**config.mk**
```make
export PLATFORM = sky130hd
export DESIGN_NAME = enc_top
export DESIGN_NICKNAME = d
export VERILOG_FILES = /design/src/common/enc_pkg.sv /design/src/enc_ctrl.sv /design/src/noise_store.sv /design/src/poly_mult/poly_mac.sv /design/src/cipher_combine.sv /design/src/enc_top.sv
export SDC_FILE = /design/constraint.sdc
export NUM_CORES = 2
export LEC_CHECK = 0
export BUFFER_PORTS_ARGS = -buffer_cell sky130_fd_sc_hd__buf_2
export CORE_AREA = 2 2 289 505
export CTS_BUF_LIST = sky130_fd_sc_hd__clkbuf_8
export CTS_CLUSTER_DIAMETER = 40
export DETAILED_ROUTE_END_ITERATION = 8
export DIE_AREA = 0 0 291 507
export PLACE_DENSITY = 0.67
export SLEW_MARGIN = 30
export SYNTH_ARGS = -nofsm -noshare
export SYNTH_HDL_FRONTEND = slang
export SYNTH_HIERARCHICAL = 1
export SYNTH_SLANG_ARGS = --single-unit
```
**constraint.sdc**
```tcl
create_clock -name clk -period 30.6 [get_ports clk]
set_clock_uncertainty 0.2 [all_clocks]
set_input_delay 6.12 -clock clk [delete_from_list [all_inputs] [get_ports clk]]
set_output_delay 6.12 -clock clk [all_outputs]
set_load 0.005 [all_outputs]
```
**src/common/enc_pkg.sv**
```systemverilog
package enc_pkg;

    ////////////////////////////////////////////////////////////
    // ring parameters
    ////////////////////////////////////////////////////////////
    localparam int poly_n  = 16;                  // coefficients per polynomial
    localparam int q_mod   = 7681;                // coefficient modulus
    localparam int coef_w  = $clog2(q_mod);       // 13 bits
    localparam int idx_w   = $clog2(poly_n);      // 4 bits
    localparam int t_scale = (q_mod - 1) / 2;     // message scale, 3840

    typedef logic [coef_w-1:0] coef_t;
    typedef logic [idx_w-1:0]  idx_t;
    typedef logic [poly_n-1:0] msg_t;             // one bit per coefficient

    // controller walk, one pass per encryption
    typedef enum logic [2:0] {
        st_idle,
        st_load_noise,    // r0, r1, r2 in that order
        st_load_key,      // a and b side by side
        st_multiply,      // poly_n terms per output coefficient
        st_drain          // let the last result reach the output
    } enc_state_t;

    // modular add, both operands already below q
    function automatic coef_t add_mod(input coef_t x, input coef_t y);
        logic [coef_w:0] s;
        s = {1'b0, x} + {1'b0, y};
        if (s >= (coef_w + 1)'(q_mod))
            s = s - (coef_w + 1)'(q_mod);  // single subtract is enough
        return coef_t'(s);
    endfunction

endpackage

```
**src/enc_ctrl.sv**
```systemverilog
`timescale 1ns/10ps

module enc_ctrl
(
    input  logic          clk,
    input  logic          reset,
    input  logic          start,
    input  logic          noise_valid,
    input  logic          msg_valid,
    input  logic          key_valid,
    output logic          busy,
    output logic          noise_we,
    output logic [1:0]    noise_we_sel,   // 0 r0, 1 r1, 2 r2
    output logic          msg_we,
    output logic          key_we,
    output enc_pkg::idx_t coef_idx,
    output enc_pkg::idx_t r0_addr,
    output logic          wrap,
    output logic          mac_clear,
    output logic          mac_step,
    output logic          mac_last,
    output enc_pkg::idx_t out_idx
);

    localparam enc_pkg::idx_t last_idx = enc_pkg::idx_t'(enc_pkg::poly_n - 1);

    enc_pkg::enc_state_t state;
    enc_pkg::idx_t       i_cnt;    // output coefficient
    enc_pkg::idx_t       j_cnt;    // load index, then product term
    logic [1:0]          sel;      // which noise poly is loading

    ////////////////////////////////////////////////////////////
    // decoded strobes
    ////////////////////////////////////////////////////////////
    assign busy         = (state != enc_pkg::st_idle);
    // r2 only moves when the message is there too
    assign noise_we     = (state == enc_pkg::st_load_noise) && noise_valid &&
                          ((sel != 2'd2) || msg_valid);
    assign msg_we       = noise_we && (sel == 2'd2);
    assign noise_we_sel = sel;
    assign key_we       = (state == enc_pkg::st_load_key) && key_valid;
    assign coef_idx     = j_cnt;
    assign r0_addr      = enc_pkg::idx_t'(i_cnt - j_cnt);  // wraps mod n
    assign wrap         = (j_cnt > i_cnt);                 // x^n = -1
    assign mac_step     = (state == enc_pkg::st_multiply);
    assign mac_clear    = mac_step && (j_cnt == '0);       // first term
    assign mac_last     = mac_step && (j_cnt == last_idx);

    ////////////////////////////////////////////////////////////
    // state walk
    ////////////////////////////////////////////////////////////
    always_ff @(posedge clk)
    begin
        if (reset)
        begin
            state   <= enc_pkg::st_idle;
            i_cnt   <= '0;
            j_cnt   <= '0;
            sel     <= '0;
            out_idx <= '0;
        end
        else
        begin
            case (state)
                enc_pkg::st_idle:
                begin
                    if (start)
                    begin
                        state <= enc_pkg::st_load_noise;
                        i_cnt <= '0;
                        j_cnt <= '0;
                        sel   <= '0;
                    end
                end
                enc_pkg::st_load_noise:
                begin
                    if (noise_we)
                    begin
                        j_cnt <= j_cnt + 1'b1;                  // wraps to 0
                        if (j_cnt == last_idx)
                        begin
                            sel <= sel + 1'b1;
                            if (sel == 2'd2)
                            begin
                                sel   <= '0;
                                state <= enc_pkg::st_load_key;
                            end
                        end
                    end
                end
                enc_pkg::st_load_key:
                begin
                    if (key_valid)
                    begin
                        j_cnt <= j_cnt + 1'b1;
                        if (j_cnt == last_idx)
                            state <= enc_pkg::st_multiply;      // i, j both zero
                    end
                end
                enc_pkg::st_multiply:
                begin
                    j_cnt <= j_cnt + 1'b1;                      // one term per clock
                    if (j_cnt == last_idx)
                    begin
                        out_idx <= i_cnt;                       // held for combiner
                        i_cnt   <= i_cnt + 1'b1;
                        if (i_cnt == last_idx)
                            state <= enc_pkg::st_drain;
                    end
                end
                enc_pkg::st_drain:
                begin
                    j_cnt <= j_cnt + 1'b1;
                    if (j_cnt == enc_pkg::idx_t'(1))            // mac reg + output reg
                    begin
                        j_cnt <= '0;
                        state <= enc_pkg::st_idle;
                    end
                end
                default:
                    state <= enc_pkg::st_idle;
            endcase
        end
    end

endmodule

```
**src/noise_store.sv**
```systemverilog
`timescale 1ns/10ps

module noise_store
(
    input  logic           clk,
    input  logic           noise_we,
    input  logic [1:0]     noise_we_sel,
    input  logic           msg_we,      // r2 write with message present
    input  enc_pkg::idx_t  coef_idx,
    input  enc_pkg::coef_t noise_coef,
    input  enc_pkg::msg_t  message,
    input  enc_pkg::idx_t  r0_addr,
    input  enc_pkg::idx_t  out_idx,
    output enc_pkg::coef_t r0_coef,
    output enc_pkg::coef_t r1_coef,
    output enc_pkg::coef_t r2_coef
);

    enc_pkg::coef_t r0_mem [enc_pkg::poly_n];
    enc_pkg::coef_t r1_mem [enc_pkg::poly_n];
    enc_pkg::coef_t r2_mem [enc_pkg::poly_n];   // stores r2 + t*m

    enc_pkg::coef_t r2_enc;

    ////////////////////////////////////////////////////////////
    // message fold
    ////////////////////////////////////////////////////////////
    // bit one adds (q-1)/2, bit zero leaves r2 alone
    always_comb
    begin
        r2_enc = noise_coef;
        if (message[coef_idx])
            r2_enc = enc_pkg::add_mod(noise_coef, enc_pkg::coef_t'(enc_pkg::t_scale));
    end

    always_ff @(posedge clk)
    begin
        if (noise_we && (noise_we_sel == 2'd0))
            r0_mem[coef_idx] <= noise_coef;
        if (noise_we && (noise_we_sel == 2'd1))
            r1_mem[coef_idx] <= noise_coef;
        if (msg_we)
            r2_mem[coef_idx] <= r2_enc;            // leaves here encoded
    end

    ////////////////////////////////////////////////////////////
    // read ports
    ////////////////////////////////////////////////////////////
    assign r0_coef = r0_mem[r0_addr];   // shared by both macs
    assign r1_coef = r1_mem[out_idx];   // stable while prod_valid
    assign r2_coef = r2_mem[out_idx];

endmodule

```
**src/poly_mult/poly_mac.sv**
```systemverilog
`timescale 1ns/10ps

module poly_mac
(
    input  logic           clk,
    input  logic           reset,
    input  logic           key_we,
    input  enc_pkg::idx_t  coef_idx,    // write index, then term j
    input  enc_pkg::coef_t key_coef,
    input  enc_pkg::coef_t r0_coef,     // r0[(i - j) mod n]
    input  logic           wrap,
    input  logic           mac_clear,
    input  logic           mac_step,
    input  logic           mac_last,
    output logic           prod_valid,
    output enc_pkg::coef_t prod_coef
);

    enc_pkg::coef_t key_mem [enc_pkg::poly_n];    // one public key poly

    logic [2*enc_pkg::coef_w-1:0] prod_full;       // 26 bit raw product
    enc_pkg::coef_t               term;
    enc_pkg::coef_t               term_signed;
    enc_pkg::coef_t               acc;
    enc_pkg::coef_t               acc_base;
    enc_pkg::coef_t               sum;

    always_ff @(posedge clk)
    begin
        if (key_we)
            key_mem[coef_idx] <= key_coef;
    end

    ////////////////////////////////////////////////////////////
    // one schoolbook term per clock
    ////////////////////////////////////////////////////////////
    always_comb
    begin
        prod_full = key_mem[coef_idx] * r0_coef;
        term      = enc_pkg::coef_t'(prod_full % enc_pkg::q_mod);
        // negacyclic, wrapped terms come back negated
        if (wrap && (term != '0))
            term_signed = enc_pkg::coef_t'(enc_pkg::q_mod - term);
        else
            term_signed = term;
        acc_base = mac_clear ? '0 : acc;         // fresh start at j = 0
        sum      = enc_pkg::add_mod(acc_base, term_signed);
    end

    always_ff @(posedge clk)
    begin
        if (mac_step)
            acc <= sum;
        if (mac_last)
            prod_coef <= sum;                    // finished coefficient
    end

    always_ff @(posedge clk)
    begin
        if (reset)
            prod_valid <= 1'b0;
        else
            prod_valid <= mac_last;              // one cycle after last term
    end

endmodule

```
**src/cipher_combine.sv**
```systemverilog
`timescale 1ns/10ps

module cipher_combine
(
    input  logic           clk,
    input  logic           reset,
    input  logic           prod_valid,
    input  enc_pkg::coef_t ar0_coef,
    input  enc_pkg::coef_t br0_coef,
    input  enc_pkg::coef_t r1_coef,
    input  enc_pkg::coef_t r2_coef,    // r2 + t*m
    output logic           cipher_valid,
    output enc_pkg::coef_t cipher_c0,
    output enc_pkg::coef_t cipher_c1
);

    enc_pkg::coef_t c0_next;
    enc_pkg::coef_t c1_next;

    ////////////////////////////////////////////////////////////
    // c1 = a*r0 + r1, c0 = b*r0 + r2 + t*m
    ////////////////////////////////////////////////////////////
    assign c1_next = enc_pkg::add_mod(ar0_coef, r1_coef);
    assign c0_next = enc_pkg::add_mod(br0_coef, r2_coef);

    always_ff @(posedge clk)
    begin
        if (prod_valid)
        begin
            cipher_c0 <= c0_next;
            cipher_c1 <= c1_next;
        end
    end

    always_ff @(posedge clk)
    begin
        if (reset)
            cipher_valid <= 1'b0;
        else
            cipher_valid <= prod_valid;   // single pulse per coefficient
    end

endmodule

```
**src/enc_top.sv**
```systemverilog
`timescale 1ns/10ps

module enc_top
(
    input  logic           clk,
    input  logic           reset,
    input  logic           start,          // pulse, taken in idle only
    input  logic           noise_valid,
    input  enc_pkg::coef_t noise_coef,     // r0, r1, r2 back to back
    input  logic           msg_valid,
    input  enc_pkg::msg_t  message,
    input  logic           key_valid,
    input  enc_pkg::coef_t key_a,
    input  enc_pkg::coef_t key_b,
    output logic           busy,
    output logic           cipher_valid,
    output enc_pkg::coef_t cipher_c0,
    output enc_pkg::coef_t cipher_c1
);

    ////////////////////////////////////////////////////////////
    // internal wires
    ////////////////////////////////////////////////////////////
    logic           noise_we;
    logic [1:0]     noise_we_sel;
    logic           msg_we;
    logic           key_we;
    enc_pkg::idx_t  coef_idx;      // load index or term j
    enc_pkg::idx_t  r0_addr;       // (i - j) mod n
    logic           wrap;          // j > i, term negated
    logic           mac_clear;
    logic           mac_step;
    logic           mac_last;
    enc_pkg::idx_t  out_idx;       // index of finished coefficient
    enc_pkg::coef_t r0_coef;
    enc_pkg::coef_t r1_coef;
    enc_pkg::coef_t r2_coef;       // already holds r2 + t*m
    logic           prod_valid_a;
    logic           prod_valid_b;
    enc_pkg::coef_t ar0_coef;
    enc_pkg::coef_t br0_coef;

    enc_ctrl ctrl_i
    (
        .clk          (clk),
        .reset        (reset),
        .start        (start),
        .noise_valid  (noise_valid),
        .msg_valid    (msg_valid),
        .key_valid    (key_valid),
        .busy         (busy),
        .noise_we     (noise_we),
        .noise_we_sel (noise_we_sel),
        .msg_we       (msg_we),
        .key_we       (key_we),
        .coef_idx     (coef_idx),
        .r0_addr      (r0_addr),
        .wrap         (wrap),
        .mac_clear    (mac_clear),
        .mac_step     (mac_step),
        .mac_last     (mac_last),
        .out_idx      (out_idx)
    );

    noise_store noise_i
    (
        .clk          (clk),
        .noise_we     (noise_we),
        .noise_we_sel (noise_we_sel),
        .msg_we       (msg_we),
        .coef_idx     (coef_idx),
        .noise_coef   (noise_coef),
        .message      (message),
        .r0_addr      (r0_addr),
        .out_idx      (out_idx),
        .r0_coef      (r0_coef),
        .r1_coef      (r1_coef),
        .r2_coef      (r2_coef)
    );

    // a * r0 feeds c1
    poly_mac mac_a
    (
        .clk        (clk),
        .reset      (reset),
        .key_we     (key_we),
        .coef_idx   (coef_idx),
        .key_coef   (key_a),
        .r0_coef    (r0_coef),
        .wrap       (wrap),
        .mac_clear  (mac_clear),
        .mac_step   (mac_step),
        .mac_last   (mac_last),
        .prod_valid (prod_valid_a),
        .prod_coef  (ar0_coef)
    );

    // b * r0 feeds c0
    poly_mac mac_b
    (
        .clk        (clk),
        .reset      (reset),
        .key_we     (key_we),
        .coef_idx   (coef_idx),
        .key_coef   (key_b),
        .r0_coef    (r0_coef),
        .wrap       (wrap),
        .mac_clear  (mac_clear),
        .mac_step   (mac_step),
        .mac_last   (mac_last),
        .prod_valid (prod_valid_b),
        .prod_coef  (br0_coef)
    );

    cipher_combine combine_i
    (
        .clk          (clk),
        .reset        (reset),
        .prod_valid   (prod_valid_a & prod_valid_b),  // always together
        .ar0_coef     (ar0_coef),
        .br0_coef     (br0_coef),
        .r1_coef      (r1_coef),
        .r2_coef      (r2_coef),
        .cipher_valid (cipher_valid),
        .cipher_c0    (cipher_c0),
        .cipher_c1    (cipher_c1)
    );

endmodule

```
==> results.toml <==
[floorplan]
start_util_pct = 51.7
io_pins = 89
die_w_um = 291
coreArea_sq_um = 143000
rows = 184
die-area_sq_um = 148000
fp.dieH_um = 507

[timing]
tns_ns = 0
fmaxAchievable_mhz = 34.6
slew_viol_final = 0
fin_crit_ns = 28.93
setup_viol = 0
fin_crit_sh_pct = 94.5
tightest_slew_ns = 1.02
rsz0062_at_grt = "no"
hold_viol_final = 0
slew_headroom_pct = 31.5

[final_layout]
nNetsFinal = 6629
n_fill_cell = 11800
final_layout_size_suffix_gt1_share_pct = 17.3
syn_to_final_growth_pct = 7.73

[routing]
post_drt_wl_per_cell_um = 24.6
vias = 51000
ant_nets = 0
detail_route.iter0.violations = 3438
drt_pass1_iterations = 7
drc = 0
drt-total-wl_um = 199000
vias_per_cell = 6.32

[worst_setup_path]
crit_start = "ctrl_i/coef_idx[0]"
rrSetupSlack_ns = 1.67
slowest_stage = "fa_2"
required_ns = 30.97
worstPathBufferInverterCount = 9
endpoint = "mac_b/acc[6]"
end_kind = "flop"
cp_slowest_stage_delay_ns = 0.88
crit_cells = 96
reg2regPathDepth = 96
rr_startpoint = "ctrl_i/coef_idx[0]"
path_class = "flop to flop"
crit_path_max_fanout = 28
cp-start-kind = "flop"
path_delay_family = "compound AO/OA/AOI/OAI gates"
worst-endpoint-arrival_ns = 29.30
r2r-end = "mac_b/acc[6]"

[yosys]
syn-num-nets = 6526
yosysWarnings = 6
synth_edf_count = 1118
syn_area_sq_um = 74200
ys_ff_latch = 1138
synth_compound_area_share_pct = 12.1
synthMuxAreaShare_pct = 11.0
synthSimpleGateAreaFrac_pct = 13.8
syn_area_per_cell_sq_um = 12.4
synth_top_family_by_area = "simple AND/OR/NAND/NOR gates"
synth_xor_area_share_pct = 3.33
async_flop_share_pct = 0
synth_cell_types = 171
syn-instance-count = 5993
synthFlopType = "edfxtp_1"
synthAdderAreaFrac_pct = 10.5
yosysSeqAreaShare_pct = 45.8

[global_routing]
grt_max_degree = 75
grt_overflow = 0
antenna_found_initial = 6
globalRouteTotalUtil_pct = 26.8
grt_pass1_wl_um = 305000
grt_pass1_vias = 52300

[placement]
hpwl_um = 147000
routabilityCongestion = 0.977
port_buffers = 88

[clocking]
postCtsHoldBufs = 0
cts_root_buf = "clkbuf_8"
h-tree-depth = 4
clock_latency_ns = 0.82
clk_pin_slew_ns = 0.07
cts_buffer_depth = 3
clkSinkCount = 1138
tritoncts = "built"
numCtsBuffers = 142

[flow_run]
cap_violations = 0

[outcome]
status = "completed"

[min_path]
min_path_type = "flop to flop"
holdPathStages = 2
## placed cells by master (no fill, tap or decap), drive strengths merged, types with 29 or more instances in the layout
master,Yosys,routed
a31oi,53,53
a211oi,71,71
or3,62,62
edfxtp,1118,1118
buf,105,200
nand4,38,38
a21boi,33,33
nor2,353,353
a21o,51,51
or2,49,49
and2,237,237
nor2b,56,56
mux4,330,330
o31ai,41,41
nor4,54,54
ha,225,225
nor3,175,175
inv,403,451
xor2,89,89
clkbuf,136,145
o21bai,29,29
o211ai,67,67
nand3,143,143
a21oi,256,256
and3,61,61
nand2,468,468
fa,247,247
mux2i,46,46
nand2b,50,50
xnor2,180,180
clkinv,1,52
o21ai,203,203
## sequential cells by signal (all words and copies together) (netlist names), 2 cells and up
| register | count |
|---|---|
| mac_b/key_mem | 208 |
| mac_a/key_mem | 208 |
| mac_b/acc | 13 |
| mac_a/acc | 13 |
| ctrl_i/state | 3 |
| ctrl_i/noise_we_sel | 2 |
| combine_i/cipher_c0 | 13 |
| noise_i/r0_mem | 208 |
| mac_b/prod_coef | 13 |
| noise_i/r1_mem | 208 |
| combine_i/cipher_c1 | 13 |
| noise_i/r2_mem | 208 |
| mac_a/prod_coef | 13 |
| ctrl_i/coef_idx | 4 |
| ctrl_i/out_idx | 4 |
| ctrl_i/i_cnt | 4 |
## metal layers
metal  global-route usage, %  vias up  wire length [um]
li1                        -    23000                 -
met1                    28.5    25800             69800
met2                    52.6     1589            112000
met3                    2.55      505              7470
met4                    12.6        6              9300
met5                       0        -                33
## cells in the mapped netlist, types with 51 or more instances
cell / number / area share [%]
nand3_1: 135 / 0.91
ha_1: 225 / 3.8
and3_1: 59 / 0.50
clkbuf_1: 135 / 0.68
nor3_1: 157 / 1.1
mux4_2: 328 / 10
edfxtp_1: 1118 / 45
xor2_1: 85 / 1.0
inv_1: 401 / 2.0
xnor2_1: 172 / 2.0
a211oi_1: 56 / 0.57
a21oi_1: 240 / 1.6
nand2_1: 465 / 2.4
or3_1: 57 / 0.48
a21o_1: 51 / 0.52
and2_1: 230 / 1.9
nor2b_1: 55 / 0.46
nor2_1: 347 / 1.8
fa_1: 247 / 6.7
o211ai_1: 58 / 0.59
o21ai_1: 54 / 0.36
buf_2: 64 / 0.43
o21ai_0: 134 / 0.90
## worst min path at each step
stage,startpoint,endpoint
after global placement,ctrl_i/i_cnt[0],ctrl_i/out_idx[0]
after detailed placement,ctrl_i/i_cnt[0],ctrl_i/out_idx[0]
final,ctrl_i/i_cnt[0],ctrl_i/out_idx[0]
after floorplan,ctrl_i/out_idx[0],ctrl_i/out_idx[0]
after global routing,ctrl_i/i_cnt[0],ctrl_i/out_idx[0]
after CTS,ctrl_i/i_cnt[0],ctrl_i/out_idx[0]
## area by class of cell
type	instances	area [sq um]	share of cell area (%)
antenna	2	5.00	0.00626
multi-input combinational	4210	38000	47.5
clock buffer	145	2000	2.50
clock inverter	110	774	0.969
tap	1860	2330	2.91
timing repair buffer	200	1330	1.66
sequential	1138	34000	42.5
inverter	404	1520	1.90
## stage by stage
step                area, sq um  setup slack (ns)  hold slack (ns)  util, %  cells
floorplan                 74200              5.65            0.235        -   5993
global placement          76900              1.18            0.322     53.6   7809
detailed placement        76900              1.05            0.330     53.6   7809
CTS                       79700              1.04            0.346     55.6   8064
global route              79900           0.00320            0.364     55.7   8068
finish                    79900              1.67            0.344     55.7   8069
## cell families after synthesis
logic type	Yosys count
AOI/OAI and AO/OA	1179
buffers and inverters	645
DFF	1138
muxes	396
adders and majority gates	478
and+or+nand+nor	1888
xor gates and xnor gates	269
## tightest hold or removal path: stages, from the launching register on
cell,delay (ns)
dfxtp_1,0.34
nand2_1,0.09
a21oi_1,0.06
## timing repair
action / 4_1_cts / 5_1_grt
resized for setup: 0 / 15
endpoints found under the setup margin: 0 / 42
buffers inserted: 0 / 3
hold endpoints to repair: 0 / 0
Power is not shown: default switching activity piles up to over one toggle a cycle in this logic, so the estimate is an artifact.
